===== config.mk =====
export PLATFORM = sky130hd
export DESIGN_NAME = rv_core
export DESIGN_NICKNAME = d
export VERILOG_FILES = /design/src/design/core_pkg.sv /design/src/design/fetch_stage.sv /design/src/design/decode_issue_stage.sv /design/src/design/execute_stage.sv /design/src/design/register_file_and_writeback.sv /design/src/design/rv_core.sv
export VERILOG_INCLUDE_DIRS = /design/src /design/src/design
export SDC_FILE = /design/constraint.sdc
export NUM_CORES = 2
export LEC_CHECK = 0
export BUFFER_PORTS_ARGS = -buffer_cell sky130_fd_sc_hd__buf_2
export CORE_MARGIN = 4
export CORE_UTILIZATION = 50
export CTS_BUF_LIST = sky130_fd_sc_hd__clkbuf_16
export DETAILED_ROUTE_END_ITERATION = 8
export PLACE_DENSITY = 0.68
export SLEW_MARGIN = 40
export SYNTH_ARGS = -nofsm -noshare
export SYNTH_HDL_FRONTEND = slang
export SYNTH_HIERARCHICAL = 1
export SYNTH_SLANG_ARGS = --single-unit
export TNS_END_PERCENT = 50

===== constraint.sdc =====
create_clock -name clk -period 4.1 [get_ports clk]
set_clock_uncertainty 0.2 [all_clocks]
set_input_delay 0.41 -clock clk [delete_from_list [all_inputs] [get_ports clk]]
set_output_delay 0.41 -clock clk [all_outputs]
set_load 0.03 [all_outputs]

===== src/design/core_settings.svh =====
`ifndef CORE_SETTINGS_SVH
`define CORE_SETTINGS_SVH

// Address of the first instruction fetch
`define CORE_RESET_PC 32'h0000_0000

// Architectural register count, x0 included
`define CORE_NUM_REGS 32

`endif


===== src/design/core_pkg.sv =====
`default_nettype none

package core_pkg;

    ////////////////////////////////////////////////////////////////////////////
    // Vector types

    typedef logic [31:0] word_t;
    typedef logic [31:0] addr_t;
    typedef logic [4:0]  reg_addr_t;

    ////////////////////////////////////////////////////////////////////////////
    // Execute controls

    typedef enum logic [2:0] {
        ALU_ADD,
        ALU_SUB,
        ALU_AND,
        ALU_OR,
        ALU_XOR,
        ALU_PASS_B
    } alu_op_t;

    typedef enum logic [1:0] {
        BR_NONE,
        BR_EQ,
        BR_NE,
        BR_JAL
    } branch_kind_t;

    ////////////////////////////////////////////////////////////////////////////
    // Fetch control

    // DISCARD drops the single stale return after a redirect
    typedef enum logic {
        FETCH_RUN,
        FETCH_DISCARD
    } fetch_state_t;

endpackage

`default_nettype wire


===== src/design/fetch_stage.sv =====
`timescale 1ns/1ps
`default_nettype none

`include "core_settings.svh"

module fetch_stage (
    input  logic             clk,
    input  logic             arst_n,
    input  logic             issue_stall,
    input  logic             redirect,
    input  core_pkg::addr_t  redirect_pc,
    output logic             imem_en,
    output core_pkg::addr_t  imem_addr,
    input  core_pkg::word_t  imem_rdata,
    output logic             fetch_valid,
    output core_pkg::addr_t  fetch_pc,
    output core_pkg::word_t  fetch_instr
);
    import core_pkg::*;

    // Next address to request
    addr_t        pc;
    // Word of last cycle's request is on imem_rdata now
    logic         req_valid;
    logic         running;
    fetch_state_t state;

    ////////////////////////////////////////////////////////////////////////////
    // Memory request

    assign imem_en = running;

    // Stalled fetch asks for the same word again so it is still there next cycle
    assign imem_addr = issue_stall ? fetch_pc : pc;

    ////////////////////////////////////////////////////////////////////////////
    // Memory return

    assign fetch_valid = req_valid && (state == FETCH_RUN);
    assign fetch_instr = imem_rdata;

    always_ff @(posedge clk or negedge arst_n) begin
        if (!arst_n) begin
            running   <= 1'b0;
            req_valid <= 1'b0;
            pc        <= `CORE_RESET_PC;
            state     <= FETCH_RUN;
        end else begin
            running   <= 1'b1;
            req_valid <= running;
            if (redirect) begin
                pc    <= redirect_pc;
                state <= FETCH_DISCARD;
            end else begin
                state <= FETCH_RUN;
                if (running && !issue_stall) begin
                    pc <= pc + 32'd4;
                end
            end
        end
    end

    // Address of the word coming back next cycle
    always_ff @(posedge clk) begin
        if (running) begin
            fetch_pc <= imem_addr;
        end
    end

    ////////////////////////////////////////////////////////////////////////////
    // Assertions

    // The return in flight during a redirect belongs to the old path
    redirect_drops_return : assert property (
        @(posedge clk) disable iff (!arst_n) redirect |=> !fetch_valid
    ) else $error("fetch_valid high in the cycle after a redirect");

endmodule

`default_nettype wire


===== src/design/decode_issue_stage.sv =====
`timescale 1ns/1ps
`default_nettype none

module decode_issue_stage (
    input  logic                   clk,
    input  logic                   arst_n,
    input  logic                   fetch_valid,
    input  core_pkg::addr_t        fetch_pc,
    input  core_pkg::word_t        fetch_instr,
    output logic                   issue_stall,
    input  logic                   redirect,
    output core_pkg::reg_addr_t    rs1_addr,
    output core_pkg::reg_addr_t    rs2_addr,
    input  core_pkg::word_t        rs1_data,
    input  core_pkg::word_t        rs2_data,
    output logic                   ex_valid,
    output core_pkg::addr_t        ex_pc,
    output core_pkg::reg_addr_t    ex_rd,
    output logic                   ex_rd_write,
    output core_pkg::alu_op_t      ex_op,
    output core_pkg::branch_kind_t ex_branch,
    output core_pkg::word_t        ex_a,
    output core_pkg::word_t        ex_b,
    output core_pkg::word_t        ex_rs1_val,
    output core_pkg::word_t        ex_rs2_val,
    output core_pkg::word_t        ex_offset
);
    import core_pkg::*;

    localparam logic [6:0] OPC_OP_IMM = 7'b0010011;
    localparam logic [6:0] OPC_OP     = 7'b0110011;
    localparam logic [6:0] OPC_LUI    = 7'b0110111;
    localparam logic [6:0] OPC_BRANCH = 7'b1100011;
    localparam logic [6:0] OPC_JAL    = 7'b1101111;

    logic [6:0]   opcode;
    logic [2:0]   funct3;
    logic [6:0]   funct7;
    reg_addr_t    rd;
    word_t        imm_i;
    word_t        imm_u;
    word_t        imm_b;
    word_t        imm_j;
    logic         writes;
    logic         use_rs1;
    logic         use_rs2;
    logic         hazard;
    alu_op_t      op;
    branch_kind_t branch;
    word_t        a_val;
    word_t        b_val;
    word_t        offset;

    assign opcode   = fetch_instr[6:0];
    assign rd       = fetch_instr[11:7];
    assign funct3   = fetch_instr[14:12];
    assign rs1_addr = fetch_instr[19:15];
    assign rs2_addr = fetch_instr[24:20];
    assign funct7   = fetch_instr[31:25];

    assign imm_i = {{20{fetch_instr[31]}}, fetch_instr[31:20]};
    assign imm_u = {fetch_instr[31:12], 12'b0};
    assign imm_b = {{19{fetch_instr[31]}}, fetch_instr[31], fetch_instr[7],
                    fetch_instr[30:25], fetch_instr[11:8], 1'b0};
    assign imm_j = {{11{fetch_instr[31]}}, fetch_instr[31], fetch_instr[19:12],
                    fetch_instr[20], fetch_instr[30:21], 1'b0};

    ////////////////////////////////////////////////////////////////////////////
    // Decoder

    // Anything not matched falls out as a no-op without a write
    always_comb begin
        op      = ALU_ADD;
        branch  = BR_NONE;
        writes  = 1'b0;
        use_rs1 = 1'b0;
        use_rs2 = 1'b0;
        a_val   = rs1_data;
        b_val   = rs2_data;
        offset  = imm_b;
        case (opcode)
            OPC_OP_IMM: begin
                use_rs1 = 1'b1;
                b_val   = imm_i;
                writes  = 1'b1;
                case (funct3)
                    3'b000:  op = ALU_ADD;
                    3'b100:  op = ALU_XOR;
                    3'b110:  op = ALU_OR;
                    3'b111:  op = ALU_AND;
                    default: writes = 1'b0;
                endcase
            end
            OPC_OP: begin
                use_rs1 = 1'b1;
                use_rs2 = 1'b1;
                writes  = 1'b1;
                case ({funct7, funct3})
                    10'b0000000_000: op = ALU_ADD;
                    10'b0100000_000: op = ALU_SUB;
                    10'b0000000_100: op = ALU_XOR;
                    10'b0000000_110: op = ALU_OR;
                    10'b0000000_111: op = ALU_AND;
                    default:         writes = 1'b0;
                endcase
            end
            OPC_LUI: begin
                op     = ALU_PASS_B;
                a_val  = '0;
                b_val  = imm_u;
                writes = 1'b1;
            end
            OPC_BRANCH: begin
                use_rs1 = 1'b1;
                use_rs2 = 1'b1;
                if (funct3 == 3'b000) begin
                    branch = BR_EQ;
                end else if (funct3 == 3'b001) begin
                    branch = BR_NE;
                end
            end
            OPC_JAL: begin
                branch = BR_JAL;
                writes = 1'b1;
                offset = imm_j;
            end
            default: ;
        endcase
    end

    ////////////////////////////////////////////////////////////////////////////
    // Scoreboard

    // Only the writer in execute is pending since writeback is bypassed
    assign hazard = ex_valid && ex_rd_write &&
                    ((use_rs1 && rs1_addr == ex_rd) || (use_rs2 && rs2_addr == ex_rd));
    assign issue_stall = fetch_valid && hazard;

    always_ff @(posedge clk or negedge arst_n) begin
        if (!arst_n) begin
            ex_valid <= 1'b0;
        end else begin
            ex_valid <= fetch_valid && !issue_stall && !redirect;
        end
    end

    always_ff @(posedge clk) begin
        ex_pc       <= fetch_pc;
        ex_rd       <= rd;
        ex_rd_write <= writes && (rd != '0);
        ex_op       <= op;
        ex_branch   <= branch;
        ex_a        <= a_val;
        ex_b        <= b_val;
        ex_rs1_val  <= rs1_data;
        ex_rs2_val  <= rs2_data;
        ex_offset   <= offset;
    end

    ////////////////////////////////////////////////////////////////////////////
    // Assertions

    // A stall needs a writer in execute and lasts a single cycle
    stall_needs_writer : assert property (
        @(posedge clk) disable iff (!arst_n) issue_stall |-> ex_valid ##1 !issue_stall
    ) else $error("issue_stall without a writer in execute or longer than one cycle");

endmodule

`default_nettype wire


===== src/design/execute_stage.sv =====
`timescale 1ns/1ps
`default_nettype none

module execute_stage (
    input  logic                   clk,
    input  logic                   arst_n,
    input  logic                   ex_valid,
    input  core_pkg::addr_t        ex_pc,
    input  core_pkg::reg_addr_t    ex_rd,
    input  logic                   ex_rd_write,
    input  core_pkg::alu_op_t      ex_op,
    input  core_pkg::branch_kind_t ex_branch,
    input  core_pkg::word_t        ex_a,
    input  core_pkg::word_t        ex_b,
    input  core_pkg::word_t        ex_rs1_val,
    input  core_pkg::word_t        ex_rs2_val,
    input  core_pkg::word_t        ex_offset,
    output logic                   wb_valid,
    output core_pkg::addr_t        wb_pc,
    output core_pkg::reg_addr_t    wb_rd,
    output logic                   wb_rd_write,
    output core_pkg::word_t        wb_value,
    output logic                   redirect,
    output core_pkg::addr_t        redirect_pc
);
    import core_pkg::*;

    word_t alu_result;
    word_t result;
    logic  taken;

    ////////////////////////////////////////////////////////////////////////////
    // ALU

    always_comb begin
        case (ex_op)
            ALU_ADD:    alu_result = ex_a + ex_b;
            ALU_SUB:    alu_result = ex_a - ex_b;
            ALU_AND:    alu_result = ex_a & ex_b;
            ALU_OR:     alu_result = ex_a | ex_b;
            ALU_XOR:    alu_result = ex_a ^ ex_b;
            ALU_PASS_B: alu_result = ex_b;
            default:    alu_result = '0;
        endcase
    end

    // JAL links the return address
    assign result = (ex_branch == BR_JAL) ? ex_pc + 32'd4 : alu_result;

    ////////////////////////////////////////////////////////////////////////////
    // Branch resolution

    always_comb begin
        case (ex_branch)
            BR_EQ:   taken = (ex_rs1_val == ex_rs2_val);
            BR_NE:   taken = (ex_rs1_val != ex_rs2_val);
            BR_JAL:  taken = 1'b1;
            default: taken = 1'b0;
        endcase
    end

    assign redirect    = ex_valid && taken;
    assign redirect_pc = ex_pc + ex_offset;

    ////////////////////////////////////////////////////////////////////////////
    // Result register

    always_ff @(posedge clk or negedge arst_n) begin
        if (!arst_n) begin
            wb_valid <= 1'b0;
        end else begin
            wb_valid <= ex_valid;
        end
    end

    always_ff @(posedge clk) begin
        wb_pc       <= ex_pc;
        wb_rd       <= ex_rd;
        wb_rd_write <= ex_rd_write;
        wb_value    <= result;
    end

    ////////////////////////////////////////////////////////////////////////////
    // Assertions

    // Decode must have flushed the wrong-path instruction behind the branch
    redirect_flushes_issue : assert property (
        @(posedge clk) disable iff (!arst_n) redirect |-> ex_valid ##1 !ex_valid
    ) else $error("redirect without a flush of the issue stage");

endmodule

`default_nettype wire


===== src/design/register_file_and_writeback.sv =====
`timescale 1ns/1ps
`default_nettype none

`include "core_settings.svh"

module register_file_and_writeback (
    input  logic                clk,
    input  logic                arst_n,
    input  logic                wb_valid,
    input  core_pkg::addr_t     wb_pc,
    input  core_pkg::reg_addr_t wb_rd,
    input  logic                wb_rd_write,
    input  core_pkg::word_t     wb_value,
    input  core_pkg::reg_addr_t rs1_addr,
    input  core_pkg::reg_addr_t rs2_addr,
    output core_pkg::word_t     rs1_data,
    output core_pkg::word_t     rs2_data,
    output logic                retire_valid,
    output core_pkg::addr_t     retire_pc,
    output core_pkg::reg_addr_t retire_rd,
    output logic                retire_write,
    output core_pkg::word_t     retire_value
);
    import core_pkg::*;

    // x0 has no storage
    word_t regs [1:`CORE_NUM_REGS-1];
    logic  wr_en;

    assign wr_en = wb_valid && wb_rd_write;

    // Same-cycle write shows through to the reader
    function automatic word_t read_port(input reg_addr_t addr);
        word_t value;
        if (addr == '0) begin
            value = '0;
        end else if (wr_en && wb_rd == addr) begin
            value = wb_value;
        end else begin
            value = regs[addr];
        end
        return value;
    endfunction

    always_comb begin
        rs1_data = read_port(rs1_addr);
        rs2_data = read_port(rs2_addr);
    end

    always_ff @(posedge clk) begin
        if (wr_en && wb_rd != '0) begin
            regs[wb_rd] <= wb_value;
        end
    end

    ////////////////////////////////////////////////////////////////////////////
    // Retire trace

    always_ff @(posedge clk or negedge arst_n) begin
        if (!arst_n) begin
            retire_valid <= 1'b0;
        end else begin
            retire_valid <= wb_valid;
        end
    end

    always_ff @(posedge clk) begin
        retire_pc    <= wb_pc;
        retire_rd    <= wb_rd;
        retire_write <= wb_rd_write;
        retire_value <= wb_value;
    end

    // Decode clears the write flag for rd x0
    no_x0_write : assert property (
        @(posedge clk) disable iff (!arst_n) wr_en |-> (wb_rd != '0)
    ) else $error("write to x0 reached writeback");

endmodule

`default_nettype wire


===== src/design/rv_core.sv =====
`timescale 1ns/1ps
`default_nettype none

module rv_core (
    input  logic                clk,
    input  logic                arst_n,
    output logic                imem_en,
    output core_pkg::addr_t     imem_addr,
    input  core_pkg::word_t     imem_rdata,
    output logic                retire_valid,
    output core_pkg::addr_t     retire_pc,
    output core_pkg::reg_addr_t retire_rd,
    output logic                retire_write,
    output core_pkg::word_t     retire_value
);
    import core_pkg::*;

    // Fetch to decode
    logic         fetch_valid;
    addr_t        fetch_pc;
    word_t        fetch_instr;
    logic         issue_stall;

    // Register read ports
    reg_addr_t    rs1_addr;
    reg_addr_t    rs2_addr;
    word_t        rs1_data;
    word_t        rs2_data;

    // Decode to execute
    logic         ex_valid;
    addr_t        ex_pc;
    reg_addr_t    ex_rd;
    logic         ex_rd_write;
    alu_op_t      ex_op;
    branch_kind_t ex_branch;
    word_t        ex_a;
    word_t        ex_b;
    word_t        ex_rs1_val;
    word_t        ex_rs2_val;
    word_t        ex_offset;

    // Execute to writeback and flush
    logic         wb_valid;
    addr_t        wb_pc;
    reg_addr_t    wb_rd;
    logic         wb_rd_write;
    word_t        wb_value;
    logic         redirect;
    addr_t        redirect_pc;

    ////////////////////////////////////////////////////////////////////////////
    // Fetch
    fetch_stage fetch_stage_block (.*);

    ////////////////////////////////////////////////////////////////////////////
    // Decode and issue
    decode_issue_stage decode_issue_stage_block (.*);

    ////////////////////////////////////////////////////////////////////////////
    // Execute
    execute_stage execute_stage_block (.*);

    ////////////////////////////////////////////////////////////////////////////
    // Register file and writeback
    register_file_and_writeback register_file_and_writeback_block (.*);

endmodule

`default_nettype wire


* Yosys cells after proc, flatten, opt, wreduce, memory -nomap -nowiden
Memories as Yosys holds them, arrays and structs flattened.
Index checks and enable logic that the tools add are counted.
** Storage, ports and cells
- Bits in registers :: 402
- Memory bits (writable) :: 992
- Bits of input ports :: 34
- Memories kept :: 1
- Logic and storage cells :: 120
- Output and inout bits :: 104
** Memory list
- register_file_and_writeback_block.regs :: words 31, width 32, read ports 2, clocked after Yosys merged registers in 0, write ports 1, RTL line register_file_and_writeback.sv:27 : word_t regs [1:`CORE_NUM_REGS-1];
** Cells by class
- Mux-type cells :: 26
- Bitwise gates (word level) :: 4
- Add/sub/neg operators :: 5
- Equality and inequality tests :: 27
- Reductions and logical operators :: 31
** Operators with widths (count)
- $mux W32 :: 8
- $pmux W32 S6 :: 1
- $add A32 B3 Y32 const B :: 2
- $add A32 B32 Y32 :: 2
- $pmux W32 S2 :: 1
- $and A32 B32 Y32 :: 1
- $eq A32 B32 Y1 :: 1
- $ne A32 B32 Y1 :: 1
- $or A32 B32 Y32 :: 1
- $sub A32 B32 Y32 :: 1
- $xor A32 B32 Y32 :: 1
- $eq A10 B3 Y1 const B :: 3
- $eq A5 B5 Y1 :: 4
- $mux W20 :: 1
- $pmux W3 S3 :: 2
- $eq A3 B3 Y1 const B :: 5
- $logic_and A1 B1 Y1 :: 15
- $eq A7 B6 Y1 const B :: 2
- $eq A7 B7 Y1 const B :: 2
- $pmux W3 S4 :: 1
- $eq A10 B9 Y1 const B :: 1
- $logic_not A10 Y1 :: 1
- $logic_not A5 Y1 :: 2
- $reduce_bool A5 Y1 :: 2
- other kinds (18) :: 32

* Depth between registers and ports, before layout
- Word-level depth :: 11
- Depth in mapped cells :: 19
- Mapped depth without buffers :: 18

* Hierarchy
The synthesis kept the hierarchy.
** Modules (own cells, without submodules)
- register_file_and_writeback :: instances 1, cells each 2795, sequential area each 31214.9 µm², area an instance 48431.4 µm²
- execute_stage :: instances 1, cells each 1092, sequential area each 1426.4 µm², area an instance 8393.0 µm²
- decode_issue_stage :: instances 1, cells each 366, sequential area each 3848.7 µm², area an instance 5173.7 µm²
- fetch_stage :: instances 1, cells each 317, sequential area each 1836.8 µm², area an instance 3547.2 µm²

* Worst setup path after synthesis
OpenSTA, ideal clock, no wires.
- Path kind :: reg-to-reg
- Start point :: register decode_issue_stage_block.ex_b[0]
- End point :: register execute_stage_block.wb_value[31]
- Clock period less this slack :: 4.045 ns
- Data required time :: 3.776 ns
- Arrival time :: 3.721 ns
- Slack :: 0.055 ns
- Stages on the path, launching flop included :: 20
- Path through :: dfxtp_1 > inv_1 > ha_1 > nand3_1 > or3_1 > or4_1 > nor4_1 > inv_1 > o21ai_0 > xnor2_1 > ha_1 > clkbuf_1 > inv_1 > nor2_1 > nor4_1 > o21bai_1 > a2111o_1 > a31oi_1 > xnor2_1 > o21ai_1
** On the way
- Cells in the longest elaborated chain, start to end :: 3
** RTL lines
- from (decl) :: RTL line decode_issue_stage.sv:23 : output core_pkg::word_t ex_b,
- from (signal assigned) :: RTL line decode_issue_stage.sv:154 : ex_b <= b_val;
- $sub A32 B32 Y32 or $add A32 B32 Y32 (tied branches) :: RTL line execute_stage.sv:38, execute_stage.sv:37
- $pmux W32 S6 * :: RTL line execute_stage.sv:36 : case (ex_op)
- $mux W32 * :: RTL line execute_stage.sv:48 : assign result = (ex_branch == BR_JAL) ? ex_pc + 32'd4 : alu_result;
- named net execute_stage_block.result[31] :: RTL line execute_stage.sv:29 : word_t result;
- to (signal assigned) :: RTL line execute_stage.sv:80 : wb_value <= result;
- to (decl) :: RTL line execute_stage.sv:22 : output core_pkg::word_t wb_value,
The timed path passes the listed nets; every way through them passes the cells marked *.
A chain may end at the register's enable or synchronous reset.

* Worst setup path after layout
Ends and elaborated chain as after synthesis.

==> out/results.ini <==
[synthesis]
avgSynthCellArea_um2 = 14.3
synth_cells = 4570
yosysUniqueCellTypes = 102
synth_top_area_cell = edfxtp_1
synth_nets = 4735
ys.flop_type = edfxtp_1
synth_common_cells = edfxtp_1 (1024), mux2i_1 (380), dfxtp_1 (331)
ys_top_cells_by_area = edfxtp_1 (47%), dfxtp_1 (10%), mux4_2 (9.8%), mux2i_1 (5.8%), ha_1 (2.5%)
synthArstFlopShare_pct = 2.73
yosysSeqAreaShare_pct = 58.5
synth-edff-count = 1024
netlist.area_leader.share_pct = 46.9
synth-seq-cells = 1393
yosysMostFrequentCell = edfxtp_1
syn-cell-area_um2 = 65500
yosysWarnings = 6

[critical_path]
cp.required_ns = 4.57
end_kind = register
rrSetupSlack_ns = 0.02
timing_worst_setup_path_type = reg -> reg
reg2reg_from = decode_issue_stage_block/ex_b[0]$_DFF_P_
crit_start = decode_issue_stage_block/ex_b[0]$_DFF_P_
arrival_ns = 4.55
rr_endpoint = execute_stage_block/wb_value[31]$_DFF_P_
start_kind = register
worstPathMaxFanout = 2
r2r_cells = 19

[cts]
cts.sinks = 1393
clk_pin_slew_worst_paths_ns = 0.06
cts_tree = built
cts_buffer_depth = 3
cts_buffers = 145
root_buffer = clkbuf_16
htreeDepth = 4
clk_latency_ns = 0.80

[routing]
drc = 0
via_per_inst = 6.66
firstDrtPassIters = 6
drt_wl_total_um = 214000
num_vias = 44700
drt_iter0_markers = 6045
wl_per_cell_um = 31.9
ant_nets = 0

[grt]
grt_pass1_vias = 43500
grt_pass1_wl_um = 305000
gr-total-overflow = 0
grt_max_degree = 62
track_usage_pct = 30.8
antenna_found_initial = 7

[placement]
port_buffers = 137
dp_worst_setup_slack_ns = -0.150
hpwlAfterDp_um = 140000
gp_congestion = 0.930

[pwr]
p_seq_share_pct = 49.1
clockPowerShare_pct = 33.7
cellLeakagePower_nw = 26.8
p_comb_share_pct = 17.2
intPower_w = 0.0267
powerDensity_nw_per_um2 = 510
peakVddDrop_mv = 0.489
switchingPower_w = 0.0114
p_total_w = 0.0382
p_sw_share_pct = 30.0

[min_path]
hold_depth = 2
hp-class = in -> reg
hold_path_startpoint = imem_rdata[20]
hold_path_end = decode_issue_stage_block/ex_offset[11]$_DFF_P_

[die]
die-area_um2 = 137000
initial_core_util_pct = 50.5
rows = 132
fp.dieW_um = 370
io_pins = 138
fp.coreArea_um2 = 130000
die_height_um = 370

[sta]
rsz0062_at_grt = yes
finalSetupViolCount = 0
maxSlewViolCount = 0
fin_crit_sh_pct = 99.5
setup_ws_ns = 0.0216
fmax_mhz = 245
relSlewSlack_pct = 40.0
fin_crit_ns = 4.08
finalHoldViolations = 0
worstMarginPinSlew_ns = 0.900

[layout]
fillers = 10200
utilization_pct = 57.6
fin_nets = 5003
area_growth_pct = 14.2
drive_gt1_share_pct = 23.1

[status]
status = completed

[flow_run]
max_cap_viol_count = 0

stage by stage:
step | std cells | hold slack, ns | setup TNS (ns) | area, µm²
finish | 6707 | 0.0435 | 0 | 74800
floorplan | 4570 | -0.0856 | 0 | 65500
global placement | 6398 | 0.110 | -0.148 | 69600
detailed placement | 6401 | 0.112 | -0.227 | 69700
CTS | 6699 | 0.00211 | -0.0222 | 74700
global route | 6704 | 0.0341 | -0.190 | 74800
flip-flops by register name (all words and copies together) (netlist names), 20 cells and up:
register and flops:
register_file_and_writeback_block/regs 992, decode_issue_stage_block/ex_a 32, decode_issue_stage_block/ex_b 32, decode_issue_stage_block/ex_pc 32, decode_issue_stage_block/ex_rs1_val 32, decode_issue_stage_block/ex_rs2_val 32, execute_stage_block/wb_pc 32, execute_stage_block/wb_value 32
fetch_stage_block/fetch_pc 32, fetch_stage_block/pc 32, register_file_and_writeback_block/retire_pc 32, register_file_and_writeback_block/retire_value 32, decode_issue_stage_block/ex_offset 20
area by class of cell:
cell class	count	area [µm²]	area share (%)
Clock inverter	123	968	1.29
Timing Repair Buffer	478	3940	5.27
Clock buffer	147	3680	4.92
Sequential cell	1393	38300	51.2
Multi-Input combinational cell	2724	25300	33.9
Antenna cell	4	10.0	0.0134
Inverter	96	360	0.482
Tap cell	1742	2180	2.91
layout by cell type (no fill, tap or decap), types with 91 or more instances in the layout:
master     count
buf_2        128
edfxtp_1    1024
mux4_2       285
inv_1        119
nand2_1      158
mux2i_1      380
ha_1         128
o21ai_0      124
a21oi_1      139
o22ai_1      106
a211oi_1      91
dfxtp_1      318
buf_4        272
clkbuf_16    148
xnor2_1      127
nor2_1       154
timing repair:
action	in CTS	in global routing
buffers inserted	0	3
endpoints found under the hold margin	83	0
hold buffers	28	0
cloned	0	0
pin swaps	2	3
setup endpoints to repair	4	42
resized for setup	7	25
power groups by stage:
stage	clock network, W	logic (W)	registers (W)
5_1_grt	0.0136	0.00693	0.0188
3_5_place_dp	0	0.00635	0.0190
4_1_cts	0.0130	0.00640	0.0187
6_report	0.0129	0.00656	0.0187
3_3_place_gp	0	0.00629	0.0189
2_1_floorplan	0	0.00298	0.0192
worst max-delay path, stage by stage, from the launching register on:
cell and delay, ns:
dfxtp_2 0.32, inv_2 0.08, ha_4 0.14, nand3_2 0.08
or3_4 0.39, or4_4 0.46, nor4_4 0.14, buf_4 0.16
a21oi_1 0.07, xnor2_1 0.13, ha_1 0.30, a21o_1 0.20
a21oi_2 0.14, nor2_1 0.06, nor4_1 0.18, o21bai_1 0.13
a2111o_1 0.37, a31oi_2 0.20, xnor2_1 0.13, o21ai_1 0.07
routing by layer:
layer	wire (µm)	track usage, %
met3	23900	7.41
met2	98600	48.1
met5	7	0
met4	11000	14.3
met1	80700	40.9
kinds of logic after synthesis:
| kind of cell | share of synthesized area (%) |
|---|---|
| buf+inv | 3.57 |
| simple gates | 5.27 |
| xor+xnor | 2.27 |
| flops | 58.5 |
| other cells | 0.0115 |
| fa+ha+maj | 2.52 |
| mux | 17.5 |
| compound gates | 10.4 |
worst max-delay path by stage:
stage                                                     endpoint  slack, ns  cells past startpoint
after floorplan           execute_stage_block/wb_value[31]$_DFF_P_       0.05                     19
after global placement    execute_stage_block/wb_value[31]$_DFF_P_      -0.11                     19
after detailed placement  execute_stage_block/wb_value[31]$_DFF_P_      -0.15                     19
after CTS                 execute_stage_block/wb_value[31]$_DFF_P_      -0.02                     19
after global routing      execute_stage_block/wb_value[31]$_DFF_P_      -0.16                     19
final                     execute_stage_block/wb_value[31]$_DFF_P_       0.02                     19
No activity file was read; power rests on OpenSTA's default activity.
